<file path="src/hdl/lbs_config.svh">
`ifndef LBS_CONFIG_SVH
`define LBS_CONFIG_SVH

// Original camera frame.
`define LBS_ORIG_W 16
`define LBS_ORIG_H 16

// Decimation by two in each direction.
`define LBS_SCALE_SHIFT 1
`define LBS_RES_W (`LBS_ORIG_W >> `LBS_SCALE_SHIFT)

`define LBS_COORD_W 5

// Cascade depth.
`define LBS_NUM_STAGES 4
`define LBS_STAGE_W 2

`endif

</file>
<file path="src/hdl/lbs_pkg.sv">
`include "lbs_config.svh"

// LBP code of a window, bit set when neighbour >= centre:
//   bit 0 top-left, bit 1 top, bit 2 top-right, bit 3 right,
//   bit 4 bottom-right, bit 5 bottom, bit 6 bottom-left, bit 7 left.
// A stage passes when code and key agree on every bit set in mask.
package lbs_pkg;

	typedef logic [7:0] pixel_t;

	typedef logic [`LBS_COORD_W-1:0] coord_t;

	// Raster order, 0 top-left, 4 centre, 8 bottom-right.
	typedef pixel_t [8:0] window_t;

	typedef struct packed
	{
		logic [7:0] key;   // Expected code bits.
		logic [7:0] mask;  // Bits tested by the stage.
	} db_entry_t;

	typedef enum logic [1:0]
	{
		ST_RECEIVE,
		ST_WRITE,
		ST_INSPECT
	} ctrl_state_t;

	typedef enum logic [1:0]
	{
		EV_IDLE,
		EV_REQ,
		EV_WAIT_ACK_LOW,
		EV_DONE
	} eval_state_t;

endpackage

</file>
<file path="src/hdl/lbs_window_if.sv">
`timescale 1ns/10ps

// Completed 3x3 window with its bottom-right resized position.
interface lbs_window_if;

	lbs_pkg::window_t win;
	logic             valid;  // Last write completed a window.
	lbs_pkg::coord_t  win_x;
	lbs_pkg::coord_t  win_y;

	modport buf_mp
	(
		output win,
		output valid,
		output win_x,
		output win_y
	);

	modport eval_mp
	(
		input win,
		input valid,
		input win_x,
		input win_y
	);

endinterface

</file>
<file path="src/hdl/lbs_window_buffer.sv">
`timescale 1ns/10ps
`include "lbs_config.svh"

module lbs_window_buffer
(
	input  logic            clk_fpga,
	input  logic            reset_fpga,
	input  logic            i_write_en,
	input  lbs_pkg::pixel_t i_pixel,
	input  lbs_pkg::coord_t i_ori_x,
	input  lbs_pkg::coord_t i_ori_y,
	lbs_window_if.buf_mp    win_buf
);

	localparam int COL_W = $clog2(`LBS_RES_W);

	lbs_pkg::pixel_t  line_store [3][`LBS_RES_W];  // Three resized rows, circular.
	lbs_pkg::coord_t  res_x;
	lbs_pkg::coord_t  res_y;
	logic             keep;
	logic [1:0]       wr_row;
	logic [1:0]       row_sel [3];
	logic [COL_W-1:0] col_base;

	// ----------------------------------------
	// Decimation
	// ----------------------------------------

	assign keep  = (i_ori_x[`LBS_SCALE_SHIFT-1:0] == '0) &&
	               (i_ori_y[`LBS_SCALE_SHIFT-1:0] == '0);
	assign res_x = i_ori_x >> `LBS_SCALE_SHIFT;
	assign res_y = i_ori_y >> `LBS_SCALE_SHIFT;
	assign wr_row = 2'(res_y % 3);  // Row slot for this resized line.

	// ----------------------------------------
	// Line store and window position
	// ----------------------------------------

	always_ff @(posedge clk_fpga)
	begin
		if (reset_fpga)
			win_buf.valid <= 1'b0;
		else if (i_write_en)
			win_buf.valid <= keep && (res_x >= 2) && (res_y >= 2);  // Odd pixels clear it.
	end

	always_ff @(posedge clk_fpga)
	begin
		if (i_write_en && keep)
		begin
			line_store[wr_row][res_x[COL_W-1:0]] <= i_pixel;
			win_buf.win_x <= res_x;
			win_buf.win_y <= res_y;
			// Slots of rows y-2, y-1 and y.
			row_sel[0] <= 2'((res_y + 1) % 3);
			row_sel[1] <= 2'((res_y + 2) % 3);
			row_sel[2] <= wr_row;
			col_base <= COL_W'(res_x - 2);
		end
	end

	// Window assembly, raster order.
	always_comb
	begin
		for (int r = 0; r < 3; r++)
		begin
			for (int c = 0; c < 3; c++)
			begin
				win_buf.win[r * 3 + c] = line_store[row_sel[r]][col_base + COL_W'(c)];
			end
		end
	end

	// ----------------------------------------
	// Checks
	// ----------------------------------------

	// Coordinates from the camera side stay inside the original frame.
	a_coord_range: assert property (
		@(posedge clk_fpga) disable iff (reset_fpga)
		i_write_en |-> (i_ori_x < `LBS_ORIG_W) && (i_ori_y < `LBS_ORIG_H)
	);

endmodule

</file>
<file path="src/hdl/lbs_stage_eval.sv">
`timescale 1ns/10ps
`include "lbs_config.svh"

module lbs_stage_eval
(
	input  logic                    clk_fpga,
	input  logic                    reset_fpga,
	input  logic                    i_start,
	input  logic                    i_db_ack,
	input  lbs_pkg::db_entry_t      i_db_data,
	lbs_window_if.eval_mp           win_eval,
	output logic                    o_db_req,
	output logic [`LBS_STAGE_W-1:0] o_db_stage,
	output logic                    o_done,
	output logic                    o_candidate
);

	// Window index of the neighbour behind each LBP bit.
	localparam int NB_IDX [8] = '{0, 1, 2, 5, 8, 7, 6, 3};

	lbs_pkg::eval_state_t state;
	logic [7:0]           lbp_now;
	logic [7:0]           lbp_code;
	logic                 stage_pass;
	logic                 last_stage;
	logic                 finish;  // Verdict known, stop after ack drops.

	always_comb
	begin
		for (int b = 0; b < 8; b++)
			lbp_now[b] = (win_eval.win[NB_IDX[b]] >= win_eval.win[4]);
	end

	assign stage_pass = ((lbp_code ^ i_db_data.key) & i_db_data.mask) == 8'h00;
	assign last_stage = (o_db_stage == `LBS_STAGE_W'(`LBS_NUM_STAGES - 1));
	assign o_db_req   = (state == lbs_pkg::EV_REQ);
	assign o_done     = (state == lbs_pkg::EV_DONE);

	always_ff @(posedge clk_fpga)
	begin
		if ((state == lbs_pkg::EV_IDLE) && i_start)
			lbp_code <= lbp_now;
	end

	// ----------------------------------------
	// Cascade with four-phase fetch
	// ----------------------------------------

	always_ff @(posedge clk_fpga)
	begin
		if (reset_fpga)
		begin
			state       <= lbs_pkg::EV_IDLE;
			o_db_stage  <= '0;
			finish      <= 1'b0;
			o_candidate <= 1'b0;
		end
		else
		begin
			case (state)
				lbs_pkg::EV_IDLE:
				begin
					if (i_start)
					begin
						state      <= lbs_pkg::EV_REQ;
						o_db_stage <= '0;
						finish     <= 1'b0;
					end
				end
				lbs_pkg::EV_REQ:
				begin
					if (i_db_ack)
					begin
						state <= lbs_pkg::EV_WAIT_ACK_LOW;
						if (!stage_pass || last_stage)
						begin
							finish      <= 1'b1;
							o_candidate <= stage_pass;  // Last stage passed.
						end
					end
				end
				lbs_pkg::EV_WAIT_ACK_LOW:
				begin
					if (!i_db_ack)
					begin
						if (finish)
							state <= lbs_pkg::EV_DONE;
						else
						begin
							state      <= lbs_pkg::EV_REQ;
							o_db_stage <= o_db_stage + 1'b1;
						end
					end
				end
				default:
					state <= lbs_pkg::EV_IDLE;
			endcase
		end
	end

	// Ack answers a pending request.
	a_ack_after_req: assert property (
		@(posedge clk_fpga) disable iff (reset_fpga)
		$rose(i_db_ack) |-> o_db_req
	);

	// Control never restarts an inspection in flight.
	a_start_idle: assert property (
		@(posedge clk_fpga) disable iff (reset_fpga)
		i_start |-> (state == lbs_pkg::EV_IDLE)
	);

endmodule

</file>
<file path="src/hdl/lbs_control.sv">
`timescale 1ns/10ps

module lbs_control
(
	input  logic            clk_fpga,
	input  logic            reset_fpga,
	input  logic            i_pixel_recv,
	input  logic            i_eval_done,
	input  logic            i_eval_candidate,
	lbs_window_if.eval_mp   win_ctl,
	output logic            o_pixel_req,
	output logic            o_write_en,
	output logic            o_eval_start,
	output logic            o_inspect_done,
	output logic            o_candidate,
	output lbs_pkg::coord_t o_win_x,
	output lbs_pkg::coord_t o_win_y
);

	lbs_pkg::ctrl_state_t state;
	lbs_pkg::ctrl_state_t next_state;

	assign o_pixel_req  = (state == lbs_pkg::ST_RECEIVE);
	assign o_write_en   = o_pixel_req && i_pixel_recv;  // Accepted pixel.
	assign o_eval_start = (state == lbs_pkg::ST_WRITE) && win_ctl.valid;

	always_comb
	begin
		next_state = state;
		case (state)
			lbs_pkg::ST_RECEIVE:
				if (i_pixel_recv)
					next_state = lbs_pkg::ST_WRITE;
			lbs_pkg::ST_WRITE:
				next_state = win_ctl.valid ? lbs_pkg::ST_INSPECT : lbs_pkg::ST_RECEIVE;
			lbs_pkg::ST_INSPECT:
				if (o_inspect_done)
					next_state = lbs_pkg::ST_RECEIVE;
			default:
				next_state = lbs_pkg::ST_RECEIVE;
		endcase
	end

	always_ff @(posedge clk_fpga)
	begin
		if (reset_fpga)
		begin
			state          <= lbs_pkg::ST_RECEIVE;
			o_inspect_done <= 1'b0;
			o_candidate    <= 1'b0;
		end
		else
		begin
			state          <= next_state;
			o_inspect_done <= (state == lbs_pkg::ST_INSPECT) && i_eval_done;
			if (i_eval_done)
				o_candidate <= i_eval_candidate;
		end
	end

	// Position held by the buffer, no writes during inspection.
	always_ff @(posedge clk_fpga)
	begin
		if (i_eval_done)
		begin
			o_win_x <= win_ctl.win_x;
			o_win_y <= win_ctl.win_y;
		end
	end

	// Evaluator results arrive only while inspecting.
	a_done_in_inspect: assert property (
		@(posedge clk_fpga) disable iff (reset_fpga)
		i_eval_done |-> (state == lbs_pkg::ST_INSPECT)
	);

endmodule

</file>
<file path="src/hdl/lbs_detector_top.sv">
`timescale 1ns/10ps
`include "lbs_config.svh"

module lbs_detector_top
(
	input  logic                    clk_fpga,
	input  logic                    reset_fpga,
	input  logic [7:0]              i_pixel,
	input  logic [`LBS_COORD_W-1:0] i_ori_x,
	input  logic [`LBS_COORD_W-1:0] i_ori_y,
	input  logic                    i_pixel_recv,
	input  logic                    i_db_ack,
	input  logic [15:0]             i_db_data,
	output logic                    o_pixel_req,
	output logic                    o_db_req,
	output logic [`LBS_STAGE_W-1:0] o_db_stage,
	output logic                    o_inspect_done,
	output logic                    o_candidate,
	output logic [`LBS_COORD_W-1:0] o_win_x,
	output logic [`LBS_COORD_W-1:0] o_win_y
);

	logic write_en;
	logic eval_start;
	logic eval_done;
	logic eval_candidate;

	lbs_window_if win_if ();

	lbs_control u_control
	(
		.clk_fpga         (clk_fpga),
		.reset_fpga       (reset_fpga),
		.i_pixel_recv     (i_pixel_recv),
		.i_eval_done      (eval_done),
		.i_eval_candidate (eval_candidate),
		.win_ctl          (win_if.eval_mp),
		.o_pixel_req      (o_pixel_req),
		.o_write_en       (write_en),
		.o_eval_start     (eval_start),
		.o_inspect_done   (o_inspect_done),
		.o_candidate      (o_candidate),
		.o_win_x          (o_win_x),
		.o_win_y          (o_win_y)
	);

	lbs_window_buffer u_window_buffer
	(
		.clk_fpga   (clk_fpga),
		.reset_fpga (reset_fpga),
		.i_write_en (write_en),
		.i_pixel    (i_pixel),
		.i_ori_x    (i_ori_x),
		.i_ori_y    (i_ori_y),
		.win_buf    (win_if.buf_mp)
	);

	lbs_stage_eval u_stage_eval
	(
		.clk_fpga    (clk_fpga),
		.reset_fpga  (reset_fpga),
		.i_start     (eval_start),
		.i_db_ack    (i_db_ack),
		.i_db_data   (i_db_data),
		.win_eval    (win_if.eval_mp),
		.o_db_req    (o_db_req),
		.o_db_stage  (o_db_stage),
		.o_done      (eval_done),
		.o_candidate (eval_candidate)
	);

endmodule

</file>
<file path="config.mk">
export PLATFORM = sky130hd
export DESIGN_NAME = lbs_detector_top
export DESIGN_NICKNAME = d
export VERILOG_FILES = /design/src/hdl/lbs_pkg.sv /design/src/hdl/lbs_window_if.sv /design/src/hdl/lbs_window_buffer.sv /design/src/hdl/lbs_stage_eval.sv /design/src/hdl/lbs_control.sv /design/src/hdl/lbs_detector_top.sv
export VERILOG_INCLUDE_DIRS = /design/src /design/src/hdl
export SDC_FILE = /design/constraint.sdc
export NUM_CORES = 1
export LEC_CHECK = 0
export BUFFER_PORTS_ARGS = -buffer_cell sky130_fd_sc_hd__buf_2
export CAP_MARGIN = 20
export CELL_PAD_IN_SITES_DETAIL_PLACEMENT = 1
export CELL_PAD_IN_SITES_GLOBAL_PLACEMENT = 1
export CORE_MARGIN = 2
export CORE_UTILIZATION = 40
export CTS_CLUSTER_DIAMETER = 50
export CTS_CLUSTER_SIZE = 14
export DETAILED_ROUTE_END_ITERATION = 8
export PLACE_DENSITY = 0.66
export SYNTH_ARGS = -nofsm -noshare
export SYNTH_HDL_FRONTEND = slang
export SYNTH_HIERARCHICAL = 1
export SYNTH_SLANG_ARGS = --single-unit
</file>
<file path="constraint.sdc">
create_clock -name clk_fpga -period 13.1 [get_ports clk_fpga]
set_clock_uncertainty 0.2 [all_clocks]
set_input_delay 2.62 -clock clk_fpga [delete_from_list [all_inputs] [get_ports clk_fpga]]
set_output_delay 2.62 -clock clk_fpga [all_outputs]
set_load 0.1 [all_outputs]
</file>
==> results of run 1 <==
==> cells in the final DEF, fill, tap and decap left out, types with 4 or more instances in the layout <==
| cell type | count |
|---|---|
| sky130_fd_sc_hd__mux4_2 | 72 |
| sky130_fd_sc_hd__a211oi_1 | 10 |
| sky130_fd_sc_hd__edfxtp_1 | 226 |
| sky130_fd_sc_hd__a21oi_1 | 239 |
| sky130_fd_sc_hd__o21ai_0 | 39 |
| sky130_fd_sc_hd__buf_4 | 19 |
| sky130_fd_sc_hd__or3_1 | 25 |
| sky130_fd_sc_hd__inv_6 | 6 |
| sky130_fd_sc_hd__a21o_1 | 16 |
| sky130_fd_sc_hd__inv_1 | 32 |
| sky130_fd_sc_hd__a31o_2 | 8 |
| sky130_fd_sc_hd__clkbuf_16 | 30 |
| sky130_fd_sc_hd__and3_1 | 7 |
| sky130_fd_sc_hd__a22oi_1 | 6 |
| sky130_fd_sc_hd__buf_2 | 53 |
| sky130_fd_sc_hd__nor2_1 | 309 |
| sky130_fd_sc_hd__clkinv_1 | 6 |
| sky130_fd_sc_hd__and2_1 | 4 |
| sky130_fd_sc_hd__mux2i_1 | 269 |
| sky130_fd_sc_hd__xor2_1 | 8 |
| sky130_fd_sc_hd__ha_1 | 87 |
| sky130_fd_sc_hd__mux2_2 | 24 |
| sky130_fd_sc_hd__nand2b_1 | 13 |
| sky130_fd_sc_hd__clkinv_8 | 4 |
| sky130_fd_sc_hd__xnor2_1 | 7 |
| sky130_fd_sc_hd__a31oi_1 | 4 |
| sky130_fd_sc_hd__nor3_1 | 4 |
| sky130_fd_sc_hd__nand2_1 | 16 |
| sky130_fd_sc_hd__dfxtp_1 | 11 |
| sky130_fd_sc_hd__nor2b_1 | 8 |
| sky130_fd_sc_hd__o2111ai_1 | 8 |
==> routing by layer <==
| layer | up-vias | part of all wire | global-route usage |
|---|---|---|---|
| li1 | 6106 | - | - |
| met1 | 6931 | 0.43 | 0.372 |
| met2 | 467 | 0.46 | 0.443 |
| met3 | 95 | 0.063 | 0.0346 |
| met4 | 0 | 0.041 | 0.101 |
| met5 | - | 0 | 0 |
==> metrics by stage <==
step | hold WS (ns) | util
2_1_floorplan | 0.200 | -
3_3_place_gp | 0.204 | 0.421
3_5_place_dp | 0.207 | 0.421
4_1_cts | 0.222 | 0.445
5_1_grt | 0.222 | 0.445
6_report | 0.229 | 0.445
==> power groups by stage <==
stage                     Clock (mW)  Combinational [mW]  Sequential (mW)
after floorplan                    0               0.260            0.854
after global placement             0               0.380            0.856
after detailed placement           0               0.392            0.857
after CTS                      0.863               0.395            0.840
after global routing           0.889               0.431            0.840
final                          0.850               0.399            0.840
==> registers in the layout, indices dropped and copies added (netlist names) <==
| register | count |
|---|---|
| u_stage_eval/o_db_stage | 2 |
| u_control/o_win_y | 5 |
| u_stage_eval/finish | 1 |
| u_control/o_win_x | 5 |
| u_control/o_candidate | 1 |
| u_window_buffer/row_sel | 6 |
| u_window_buffer/win_buf.valid | 1 |
| u_stage_eval/lbp_code | 8 |
| u_stage_eval/o_candidate | 1 |
| u_window_buffer/col_base | 3 |
| u_window_buffer/win_buf.win_y | 4 |
| u_window_buffer/win_buf.win_x | 3 |
| u_window_buffer/line_store | 192 |
| u_stage_eval/state | 2 |
| u_control/state | 2 |
| u_control/o_inspect_done | 1 |
==> final timing paths <==
check / start / end / slack, ns / depth (start not counted)
max: i_ori_y[2] / u_window_buffer/row_sel[0][3]$_DFFE_PP_ / 6.65 / 19
min: u_window_buffer/win_buf.win_x[2]$_DFFE_PP_ / u_control/o_win_x[2]$_DFFE_PP_ / 0.23 / 0
max reg2reg: u_window_buffer/row_sel[0][5]$_DFFE_PP_ / u_stage_eval/lbp_code[4]$_DFFE_PP_ / 7.81 / 12
min reg2reg: u_window_buffer/win_buf.win_x[2]$_DFFE_PP_ / u_control/o_win_x[2]$_DFFE_PP_ / 0.23 / 0
==> critical path: cells and delay by family <==
| kind | cells | cell delay [ns] |
|---|---|---|
| xor+xnor | 2 | 0.37 |
| fa+ha+maj | 4 | 1.25 |
| compound gates | 6 | 1.35 |
| buf+inv | 3 | 0.47 |
| simple gates | 4 | 0.50 |
==> kinds of logic after synthesis <==
family | after synthesis | synth area share
and+or+nand+nor | 408 | 0.102
muxes | 366 | 0.265
AOI/OAI and AO/OA | 361 | 0.120
DFF | 237 | 0.404
buffers and inverters | 150 | 0.0357
adders and majority gates | 88 | 0.0635
xor gates and xnor gates | 17 | 0.00903
other | 1 | 0.000216
==> final cells by class <==
type | count | area (um2) | share of cell area
multi-input combinational | 1242 | 9730 | 0.510
sequential | 237 | 7010 | 0.367
clock buffer | 30 | 751 | 0.0393
tap | 585 | 732 | 0.0384
timing repair buffer | 74 | 448 | 0.0235
clock inverter | 24 | 282 | 0.0148
inverter | 35 | 131 | 0.00688
==> metrics list, run 1 <==
- After floorplanning, the core was divided into 76 placement rows.
- Largest net degree at the start of global routing: 129
* Sequential share of power: 0.402
- Crit path time final: around 6.5 ns
- Cell area after synthesis: roughly 17000 um2
- Yosys mapped a number of flops with a built-in enable equal to 226.
- Fraction of registers with async set or reset after synthesis: 0
- Cts hold-fix bufs: 0
- Clock buffer count from CTS: 30
- After filler insertion, the fill cell instance count of the layout stands at 4639.
* Lkg Pwr: 7.45 nW
- TritonCTS built the clock tree.
- The worst setup path is launched from a primary input.
- First-iteration detailed-routing DRC count: 1122
- At the pin with the least slew margin, the transition time is approximately 1.1 ns.
* Clk sink count: 237
- Leaving out filler cells and counting taps, the final layout contains 2227.
- Internal power: around 1.5 mW
- Of the available clock period, the critical path in the final layout requires 0.492.
- Yosys reg bits: 237
- In this run the standard cell core region covers 42900 um2.
- Number of instances in the synthesized netlist: roughly 1600
- Data arrives at the worst endpoint at 6.58 ns.
- Standard cell area after detailed placement: 18100 um2
- The hold violation total from the final report is 0.
* Die outline width: 212 um
* Starting Density: 0.404
- In this run the remaining antenna-violating nets after routing total 0.
- Setup slack closes at 6.65 ns.
- During synthesis, Yosys emitted a total of 6 warnings.
* Clock tree root driver cell: sky130_fd_sc_hd__clkbuf_16
- H-tree depth: 1
* Power per unit of standard cell area: 109 nW/um2
- Switching power as a share of total power: 0.293
* Number of cells upsized or downsized after cts: 0
* Top cell type's share of synthesized area: 0.392
* Clock transition time at the flip-flop clock pins of the worst setup and hold paths: 0.06 ns
- Most area-consuming cells after synthesis: sky130_fd_sc_hd__edfxtp_1 39%, sky130_fd_sc_hd__mux2i_1 16%, sky130_fd_sc_hd__mux4_2 9.4%, sky130_fd_sc_hd__a21oi_1 6.9%, sky130_fd_sc_hd__nor2_1 6.7%
- Post-placement setup slack: just over 6 ns
- ANT cells: 0
- Length of the first detailed-routing pass in iterations: 7
* Number of placed instances, taps included: 2173
- Sequence of cells on the critical path: buf_2, ha_1, xnor2_1, inv_1, ha_1, nor2b_1, a311o_1, o22a_1, ha_1, a31oi_1, o211ai_1, nor2_1, xnor2_1, ha_1, inv_1, nor2_1, a22oi_1, o221a_1, nand2_1
- Max cap viols: 0
- In this run, distinct cell masters in the synthesized netlist total 72.
* Buffers added on ports: 53
- Pin placement for this block handled 54 I/O pins.
* Insertion delay of the later-clocked pin in the worst-skew pair: 0.58 ns
- Wire length of the first global-routing pass: 89700 um
* Most used flip-flop cell after synthesis: sky130_fd_sc_hd__edfxtp_1
- The design draws 2.09 mW.
* Via count of the first global-routing pass: 13700
- Critical path class: in -> reg
- Fin nets: about 1700
* Number of buffers between clock root and the deepest sink: 3
* Worst max-slew margin expressed relative to the limit: 0.278
* Die ar.: around 45000 um2
* Total via count after detailed routing: 13600
- Along the worst path, the maximum fanout reaches 16.
- Seq/Total Area, Yosys: 0.404
- Drt drc: 0
- For this run, the top clock speed supported by timing is 155 MHz.
- In the final layout, the share of cells above drive strength 1 is 0.146.
- VDD IR max: 107 uV
- The number of setup buffers added after CTS is 0.
* Post-DR wirelength/cell: 27.4 um
- The biggest area contributor in the post-synthesis netlist is sky130_fd_sc_hd__edfxtp_1.
- Relative contribution of combinational cells to total power: 0.191
- Most numerous cell types in the synthesized netlist: 309 x sky130_fd_sc_hd__nor2_1, 269 x sky130_fd_sc_hd__mux2i_1, 239 x sky130_fd_sc_hd__a21oi_1
* Slowest stage cell, crit path: sky130_fd_sc_hd__ha_1
* DIE HEIGHT: 212 um
* Fraction of power consumed by the clock network: 0.407
* Antenna violations before repair: 1
* Status: complete, no violations
* Routed WL: ~61000 um
- Worst hold-check path type: reg -> reg
* Drt via density: 6.11
- The most common cell in the synthesized netlist is sky130_fd_sc_hd__nor2_1.
* Global route total overflow: 0
- At the end of routability-driven placement, the weighted congestion stood at 0.995.
- Final setup vio count: 0
- Cell repeated most along the worst path: sky130_fd_sc_hd__ha_1
- GRT Util Overall: 0.272
- Setup repair after global routing left no endpoint under its margin.
- The worst setup path is captured at a flop.
- Switching component of the power: 612 uW
- In the final timing run, aggregate negative setup slack is 0 ns.
* Half-perimeter wire length after detailed placement: 44600 um
* Mean post-synth cell area: between 10 and 15 um2
- Highest cell delay on the worst timing path: 0.43 ns
- Required arrival time at the worst endpoint: 13.23 ns
* Final-report max-slew violation count: 0
- From synthesis to final layout, the design area changed by 10.1%.
- Once layout is done, the placed cells without fillers occupy 19100 um2.
Power figures use the tool's default switching activity.
==> inputs of run 2 (changes only) <==
--- a/config.mk
+++ b/config.mk
@@ -6,6 +6,7 @@
 export SDC_FILE = /design/constraint.sdc
 export NUM_CORES = 1
 export LEC_CHECK = 0
+export ABC_AREA = 1
 export BUFFER_PORTS_ARGS = -buffer_cell sky130_fd_sc_hd__buf_2
 export CAP_MARGIN = 20
 export CELL_PAD_IN_SITES_DETAIL_PLACEMENT = 1
@@ -15,7 +16,7 @@
 export CTS_CLUSTER_DIAMETER = 50
 export CTS_CLUSTER_SIZE = 14
 export DETAILED_ROUTE_END_ITERATION = 8
-export PLACE_DENSITY = 0.66
+export PLACE_DENSITY = 0.73
 export SYNTH_ARGS = -nofsm -noshare
 export SYNTH_HDL_FRONTEND = slang
 export SYNTH_HIERARCHICAL = 1
==> constraint.sdc (replaced) <==
create_clock -name clk_fpga -period 5.75 [get_ports clk_fpga]
set_clock_uncertainty 0.2 [all_clocks]
set_input_delay 1.15 -clock clk_fpga [delete_from_list [all_inputs] [get_ports clk_fpga]]
set_output_delay 1.15 -clock clk_fpga [all_outputs]
set_load 0.1 [all_outputs]
==> run 2 against run 1 <==
Sequential power grew 130%; worst setup slack worse by 5.4 ns; sequential cell count unchanged; critical path depth decreased by 8; critical endpoint is now u_stage_eval/lbp_code[3]$_DFFE_PP_; highest routed layer is now met5.
==> metrics list, run 2 <==
* Status: complete, no violations
- The number of instances in the synthesized netlist was 2351 (+44%).
* First-iteration detailed-routing DRC count: 2119 (+89%)
- Multi-input gate area in the final layout: 9500 um2 (-2.4%)
- Final Hold Viols: 0 (unchanged)
- Wire length of the first global-routing pass: 114000 um (+27%)
- The number of post-CTS setup repair buffers was 0 (unchanged).
- EDFF count, synth: 226 (unchanged)
- The switching power came to 1.59 mW (+160%).
- Largest driver fanout on the critical path: 16 (unchanged)
- Startpoint of the worst-slack reg-to-reg timing path: u_window_buffer/col_base[1]$_DFFE_PP_
* Final-report max-slew violation count: 0 (unchanged)
- The warning count from the yosys run came to 6 (unchanged).
- Flip-flop count of the largest register, all copies and words added: 192 (unchanged)
- Total via count after detailed routing: 18100 (+33%)
* Fraction of power consumed by the clock network: 0.415 (+0.008)
- Final Total Pwr: 4.98 mW (+140%)
- The count of cells along the worst register-to-register path is 11 (-1).
* Hold path start: u_window_buffer/win_buf.win_y[0]$_DFFE_PP_
- The average instance area after synthesis is 7.45 um2 (-30%).
* I/O pin cnt: 54 (unchanged)
* Fin nets: 2460 (+41%)
- Leaving out fill and tap cells, the most frequent cell in the layout is sky130_fd_sc_hd__nand2_1.
- The worst setup path is of the reg -> reg kind.
- The number of buffers added to fix hold violations after cts is 0 (unchanged).
* Fraction of registers with async set or reset after synthesis: 0 (unchanged)
- The data arrival time of the critical path is 4.59 ns (-1.99 ns).
- Most area-consuming cells after synthesis: sky130_fd_sc_hd__edfxtp_1 39%, sky130_fd_sc_hd__nand2_1 17%, sky130_fd_sc_hd__nand3_1 6.8%, sky130_fd_sc_hd__o21ai_0 6.6%, sky130_fd_sc_hd__ha_1 6.3%
- Required arrival time at the worst endpoint: 5.80 ns (-7.43 ns)
* VDD IR max: 225 uV (+110%)
* Clock transition time at the flip-flop clock pins of the worst setup and hold paths: 0.06 ns (about the same)
- The sequential fraction of design power came to 0.386 (-0.016).
- Crit path time final: 4.54 ns
- The register-to-register path setup slack is 1.21 ns (-6.60 ns).
* Register cell area after layout: 7010 um2 (unchanged)
- The area share of the largest cell type after synthesis was 0.388 (-0.00397).
* Die ar.: 45500 um2 (+1.0%)
- Relative contribution of combinational cells to total power: 0.199 (+0.008)
* Insertion delay of the later-clocked pin in the worst-skew pair: 0.59 ns (about the same)
- Most used flip-flop cell after synthesis: sky130_fd_sc_hd__edfxtp_1
- The adder-cell area share of the yosys netlist came to 0.0629 (-0.000645).
* Clock tree root driver cell: sky130_fd_sc_hd__clkbuf_16
- The pin count of the biggest net entering global routing was 117 (-9.3%).
- The sequential area share after synthesis came to 0.400 (-0.00410).
* Most numerous cell types in the synthesized netlist: 806 x sky130_fd_sc_hd__nand2_1, 239 x sky130_fd_sc_hd__nand3_1, 231 x sky130_fd_sc_hd__o21ai_0
* Worst max-slew margin expressed relative to the limit: 0.327 (+0.0496)
- The total CTS buffers is 31 (+3.3%).
- Multiplexer area fraction after synthesis: 0.0354 (-0.230)
- The internal power of the cells was 3.39 mW (+130%).
* Lkg Pwr: 7.94 nW (+6.5%)
* Setup TNS: 0 ns (unchanged)
- The slew at the pin closest to its max-slew limit is 1.01 ns (-0.0744 ns).
- Number of cells on the worst hold path: 0 (unchanged)
* Number of buffers between clock root and the deepest sink: 3 (unchanged)
- The detailed-route DRC error count was 0 (unchanged).
* Global route total overflow: 0 (unchanged)
* Buffers added on ports: 53 (unchanged)
* Destination of the worst register-to-register timing path: u_stage_eval/lbp_code[3]$_DFFE_PP_
* Share of final-layout standard cells stronger than drive strength 1: 0.0870 (-0.0586)
- The synthesized design spends more area on one cell type than any other, namely sky130_fd_sc_hd__edfxtp_1.
- The number of clock sinks seen by CTS is 237 (unchanged).
- Area growth syn-to-layout: 11.2%
- The final HPWL from detailed placement is 55000 um (+23%).
- GRT Util Overall: 0.340 (+0.0673)
- In the finished design, the share of the clock period the worst path needs comes to 0.789.
- The net switching fraction of the power came to 0.319 (+0.0264).
- Critical path endpoint category: flop
* Routed WL: 76800 um (+26%)
* Yosys reg bits: 237 (unchanged)
- The number of antenna violations at the first check in global routing was 4 (+3).
- Number of cell rows: 76 (unchanged)
- Category of the worst setup path launch point: flop
- For hold timing, the worst endpoint is u_control/o_win_y[0]$_DFFE_PP_.
* H-tree depth: 1 (unchanged)
- Starting Density: 0.406 (+0.00145)
- Via count of the first global-routing pass: 18000 (+31%)
- For this run, the top clock speed supported by timing is 220 MHz.
- The total power density per cell area was 256 nW/um2 (+130%).
- Cell area after synthesis: 17500 um2 (+1.0%)
- The final setup violation count was 0 (unchanged).
- The number of max-capacitance violations reported was 0 (unchanged).
- Length of the first detailed-routing pass in iterations: 6 (-1)
- The average wire per cell in the routed design is 26.1 um (-4.7%).
* Drt via density: 6.15 (+0.66%)
* Floorplan Core Area: 43200 um2 (+0.67%)
- Number of nets with antenna violations after detailed routing: 0 (unchanged)
- Global placement routability congestion: 0.920 (-7.6%)
- The chip width was 213 um (+0.50%).
- The min-delay analysis places its worst path in the category reg -> reg.
- Synthesized-area fraction occupied by ao, oa, aoi and oai cells: 0.148 (+0.0281)
* Leading cell types in the layout, fill and taps excluded: 806 x sky130_fd_sc_hd__nand2_1, 239 x sky130_fd_sc_hd__nand3_1, 231 x sky130_fd_sc_hd__o21ai_0
- The number of inserted filler cells in the final layout is 5375 (+16%).
- Fraction of synthesized cell area in xor and xnor cells: 0.00200 (-0.00702)
- Simple logic cell fraction of the synthesized area: 0.292 (+0.190)
- CTS tree: yes
- Most instantiated library cell after synthesis: sky130_fd_sc_hd__nand2_1
* Number of cells upsized or downsized after cts: 0 (unchanged)
- After synthesis, the largest family of logic cells by area is simple AND/OR/NAND/NOR gates.
- The number of distinct library cells after synthesis was 48 (-33%).
- Setup repair after global routing left no endpoint under its margin.
- The die height was 213 um (+0.50%).
[run 2: cell types whose count changed in the layout (fill, tap and decap cells not counted), moves of 26 or more]
| cell | before | now |
|---|---|---|
| sky130_fd_sc_hd__nand4_1 | 3 | 57 |
| sky130_fd_sc_hd__a21oi_1 | 239 | 178 |
| sky130_fd_sc_hd__nand3_1 | 3 | 239 |
| sky130_fd_sc_hd__o21ai_0 | 39 | 231 |
| sky130_fd_sc_hd__nand2_1 | 16 | 806 |
| sky130_fd_sc_hd__mux4_2 | 72 | 0 |
| sky130_fd_sc_hd__buf_4 | 19 | 45 |
| sky130_fd_sc_hd__nor2_1 | 309 | 80 |
| sky130_fd_sc_hd__inv_1 | 32 | 102 |
| sky130_fd_sc_hd__mux2i_1 | 269 | 62 |
[run 2: logic make-up (layout without fill, tap and decap cells)]
| family | Yosys count | in the layout |
|---|---|---|
| mux | 62 | 62 |
| flops | 237 | 237 |
| buf+inv | 270 | 275 |
| simple gates | 1216 | 1216 |
| compound gates | 473 | 473 |
| xor+xnor | 4 | 4 |
| fa+ha+maj | 88 | 88 |
| other cells | 1 | 4 |
[run 2: through the flow]
| step | instance area [um2] | utilization | hold WS, ns | cells | setup slack (ns) |
|---|---|---|---|---|---|
| 2_1_floorplan | 17500 | - | 0.200 | 2352 | 1.51 |
| 3_3_place_gp | 18400 | 0.425 | 0.206 | 2886 | 0.885 |
| 3_5_place_dp | 18400 | 0.425 | 0.210 | 2886 | 0.744 |
| 4_1_cts | 19500 | 0.451 | 0.224 | 2942 | 1.27 |
| 5_1_grt | 19500 | 0.451 | 0.224 | 2943 | 0.941 |
| 6_report | 19500 | 0.451 | 0.219 | 2944 | 1.21 |
[run 2: critical path: stages (launching register included)]
cell and delay (ns):
sky130_fd_sc_hd__edfxtp_1 0.52, sky130_fd_sc_hd__ha_2 0.27, sky130_fd_sc_hd__xnor2_2 0.10, sky130_fd_sc_hd__buf_4 0.29, sky130_fd_sc_hd__clkinv_1 0.73, sky130_fd_sc_hd__a32oi_1 0.70
sky130_fd_sc_hd__inv_1 0.28, sky130_fd_sc_hd__ha_1 0.38, sky130_fd_sc_hd__a21oi_1 0.17, sky130_fd_sc_hd__o21ai_0 0.17, sky130_fd_sc_hd__nand2_1 0.11, sky130_fd_sc_hd__o2111ai_1 0.24
[run 2: power groups by stage]
stage	Sequential [mW]	Clock, mW	Combinational (mW)
after CTS	1.92	2.09	0.966
after global routing	1.92	2.15	1.08
after detailed placement	1.96	0	0.960
after floorplan	1.96	0	0.588
after global placement	1.96	0	0.924
final	1.92	2.07	0.992
[run 2: worst max path at each step]
stage	start	endpoint
2_1_floorplan	i_pixel_recv	u_window_buffer/line_store[0][0]$_DFFE_PP_
3_3_place_gp	i_ori_y[4]	u_window_buffer/line_store[0][42]$_DFFE_PP_
3_5_place_dp	i_ori_y[4]	u_window_buffer/line_store[0][45]$_DFFE_PP_
4_1_cts	i_ori_y[4]	u_window_buffer/line_store[0][45]$_DFFE_PP_
5_1_grt	i_ori_y[2]	u_window_buffer/row_sel[0][0]$_DFFE_PP_
6_report	u_window_buffer/col_base[1]$_DFFE_PP_	u_stage_eval/lbp_code[3]$_DFFE_PP_
[run 2: final cells by class]
class	instances	share of cell area
Multi-Input combinational cell	1845	0.488
Sequential cell	237	0.360
Clock buffer	33	0.0402
Tap cell	585	0.0376
Timing Repair Buffer	101	0.0341
Inverter	118	0.0231
Clock inverter	23	0.0166
Antenna cell	2	0.000257
[run 2: layer usage]
metal / part of all wire / track usage
met5: 0.00014 / 0
met4: 0.046 / 0.150
met3: 0.087 / 0.0612
met2: 0.46 / 0.543
met1: 0.41 / 0.450
==> inputs of run 3 (changes only) <==
==> constraint.sdc (replaced) <==
create_clock -name clk_fpga -period 4.01 [get_ports clk_fpga]
set_clock_uncertainty 0.2 [all_clocks]
set_input_delay 0.802 -clock clk_fpga [delete_from_list [all_inputs] [get_ports clk_fpga]]
set_output_delay 0.802 -clock clk_fpga [all_outputs]
set_load 0.1 [all_outputs]
==> run 3 against run 2 <==
Wire length down 1.5%; critical endpoint is now u_stage_eval/lbp_code[2]$_DFFE_PP_; combinational power rose by 46%; die area unchanged; sequential share of layout area is 1.2 points lower; register-to-register slack worse by 1.1 ns.
==> metrics list, run 3 (synthesis gave the netlist of run 2 again) <==
- Status: complete, no violations
* Clock buffer count from CTS: 28 (-9.7%)
* Highest cell delay on the worst timing path: 0.44 ns (-0.29 ns)
* Share of final-layout standard cells stronger than drive strength 1: 0.115 (+0.0279)
* Critical path endpoint category: flop
- Crit path time final: 3.85 ns (-0.685 ns)
* Switching power as a share of total power: 0.309 (-0.0104)
- On the critical path, the stage with the largest delay is an instance of sky130_fd_sc_hd__edfxtp_1.
- The detailed-route vias per instance was 6.06 (-1.4%).
* Die ar.: 45500 um2 (unchanged)
* Global placement routability congestion: 0.951 (+3.4%)
- The wire length of the first global-routing pass was 112000 um (-2.0%).
- Destination of the worst register-to-register timing path: u_stage_eval/lbp_code[2]$_DFFE_PP_
- The all-layer global routing usage was 0.333 (-0.00630).
* Setup repair bufs after CTS: 0 (unchanged)
* Half-perimeter wire length after detailed placement: 56800 um (+3.3%)
- The pin count of the biggest net entering global routing came to 96 (-18%).
- I/O pin cnt: 54 (unchanged)
* Post-placement setup slack: -0.181 ns (-0.925 ns)
- Worst-margin pin slew: 0.830 ns (-0.179 ns)
* Number of cells upsized or downsized after cts: 0 (unchanged)
* CTS tree: yes
* Drt drc: 0 (unchanged)
- Internal power: 4.72 mW (+39%)
- Fraction of power consumed by the clock network: 0.384 (-0.031)
* DIE HEIGHT: 213 um (unchanged)
- The leakage power total is 8.37 nW (+5.4%).
- The remaining global-route overflow is 0 (unchanged).
- Clock transition time at the flip-flop clock pins of the worst setup and hold paths: 0.06 ns (about the same)
- The data arrival time of the critical path was 4.01 ns (-0.58 ns).
* Number of cell rows: 76 (unchanged)
* Worst slack on hold paths: 0.220 ns (+0.00158 ns)
- Min-Delay Endpoint: u_control/o_win_y[1]$_DFFE_PP_
* Minimum setup slack in the final design: 0.160 ns (-1.05 ns)
- VDD IR max: 297 uV (+32%)
- Length of the first detailed-routing pass in iterations: 5 (-1)
- The initial core utilization was 0.406 (unchanged).
* Cts hold-fix bufs: 0 (unchanged)
- In the layout the commonest cells are 806 x sky130_fd_sc_hd__nand2_1, 239 x sky130_fd_sc_hd__nand3_1, 231 x sky130_fd_sc_hd__o21ai_0.
- The initial detailed-routing violation count came to 2145 (+1.2%).
- The root buffer cell chosen for the clock tree is sky130_fd_sc_hd__clkbuf_16.
- Register-to-register setup slack: 0.16 ns (-1.05 ns)
* Post-DR wirelength/cell: 25.1 um (-3.9%)
- Largest driver fanout on the critical path: 19 (+3)
* Fin nets: 2539 (+3.2%)
- Walking the worst path, the cells encountered are inv_2, buf_12, buf_4, nand2_1, nand3_1, o21ai_0, a21oi_1, a21oi_1, a32oi_1, inv_1, ha_1, nand2_1, nor2_1, nand4_1, o2111ai_1.
- WP buf/inv: 4 (+1)
- Final Hold Viols: 0 (unchanged)
* Final cycle utilization of the critical path: 0.960 (+0.171)
* Buffers added on ports: 53 (unchanged)
- Relative contribution of combinational cells to total power: 0.213 (+0.014)
- Number of nets with antenna violations after detailed routing: 0 (unchanged)
- Largest delay share family, worst path: buffers and inverters
- The chip width came to 213 um (unchanged).
- The number of cells on the worst hold path is 0 (unchanged).
- Critical path class: reg -> reg
- Peak Freq: 260 MHz (+18%)
- The number of inserted filler cells in the final layout came to 5396 (+0.39%).
* Flip-flop count of the largest register, all copies and words added: 192 (unchanged)
- Routed WL: 75600 um (-1.5%)
* Category of the worst setup path launch point: flop
* H-tree depth: 1 (unchanged)
- Antenna violations before repair: 3 (-1)
- The number of slew-limit violations in the final report came to 0 (unchanged).
* Hold path start: u_window_buffer/win_buf.win_y[1]$_DFFE_PP_
- The number of clock sinks seen by CTS is 237 (unchanged).
* Via count of the first global-routing pass: 17700 (-1.5%)
- The number of max-capacitance violations reported came to 0 (unchanged).
- Worst-case reg-to-reg path depth: 15 (+4)
- The max-slew headroom at the worst pin is 0.441 (+0.113).
- Sequential share of power: 0.403 (+0.017)
- Final Total Pwr: 6.83 mW (+37%)
- In this run the critical register-to-register path is launched from u_window_buffer/row_sel[0][2]$_DFFE_PP_.
- Area growth syn-to-layout: 15.2%
- The number of buffers on the longest clock path was 3 (unchanged).
- Total via count after detailed routing: 18300 (+1.0%)
- Most common cell after layout, fill and taps aside: sky130_fd_sc_hd__nand2_1
- Switching component of the power: 2.11 mW (+33%)
* Insertion delay of the later-clocked pin in the worst-skew pair: 0.56 ns (-0.03 ns)
- Worst hold-check path type: reg -> reg
* Required arrival time at the worst endpoint: 4.17 ns (-1.63 ns)
* Power per unit of standard cell area: 339 nW/um2 (+32%)
* Floorplan Core Area: 43200 um2 (unchanged)
- Setup repair after global routing left no endpoint under its margin.
* Final setup vio count: 0 (unchanged)
==> run 3: worst max path at each step <==
stage,endpoint,slack [ns],cells after the start,startpoint
detailed placement,u_window_buffer/row_sel[0][1]$_DFFE_PP_,-0.18,23,i_ori_y[2]
CTS,u_stage_eval/lbp_code[7]$_DFFE_PP_,0.28,14,u_window_buffer/row_sel[0][2]$_DFFE_PP_
floorplan,u_window_buffer/line_store[0][0]$_DFFE_PP_,0.12,6,i_pixel_recv
finish,u_stage_eval/lbp_code[2]$_DFFE_PP_,0.16,15,u_window_buffer/row_sel[0][2]$_DFFE_PP_
global route,u_window_buffer/row_sel[0][0]$_DFFE_PP_,0.01,25,i_ori_y[2]
global placement,u_window_buffer/row_sel[0][1]$_DFFE_PP_,0.0005,25,i_ori_y[2]
==> run 3: cell type report <==
type / instances / area (um2) / share of cell area
clock buffers: 30 / 729 / 0.0362
flip-flops and latches: 237 / 7010 / 0.347
clock inverters: 16 / 224 / 0.0111
repair buffers: 183 / 1520 / 0.0752
multi-input cells: 1845 / 9500 / 0.471
well taps: 585 / 732 / 0.0363
inverters: 118 / 449 / 0.0223
diodes: 2 / 5.00 / 0.000248
==> run 3: power groups by stage <==
stage / clock network (mW) / registers, mW / logic [mW]
6_report: 2.63 / 2.75 / 1.45
2_1_floorplan: 0 / 2.81 / 0.843
3_5_place_dp: 0 / 2.81 / 1.42
4_1_cts: 2.65 / 2.75 / 1.43
5_1_grt: 2.73 / 2.75 / 1.59
3_3_place_gp: 0 / 2.81 / 1.37
==> run 3: worst reg2reg max path: cells and delay by family (launching register included) <==
family,cells,cell delay [ns]
adder cells (fa/ha/maj),1,0.36
AND/OR/NAND/NOR,5,0.85
buffers and inverters,4,0.97
flip-flops,1,0.44
AO/OA/AOI/OAI,5,0.83
==> run 3: per-layer routing <==
metal  wire [um]  up-vias  part of all wire  GRT usage
met5          22        -           0.00029          0
met4        3490        4             0.046      0.141
met3        6200      159             0.082     0.0397
met2       34000      912              0.45      0.528
met1       31900     8947              0.42      0.461
li1            -     8256                 -          -
==> run 3: stage by stage <==
| stage | TNS [ns] | utilization | instances | cell area [um2] |
|---|---|---|---|---|
| 2_1_floorplan | 0 | - | 2352 | 17500 |
| 3_3_place_gp | 0 | 0.445 | 2968 | 19200 |
| 3_5_place_dp | -15.28 | 0.445 | 2968 | 19200 |
| 4_1_cts | 0 | 0.467 | 3014 | 20200 |
| 5_1_grt | 0 | 0.467 | 3015 | 20200 |
| 6_report | 0 | 0.467 | 3016 | 20200 |
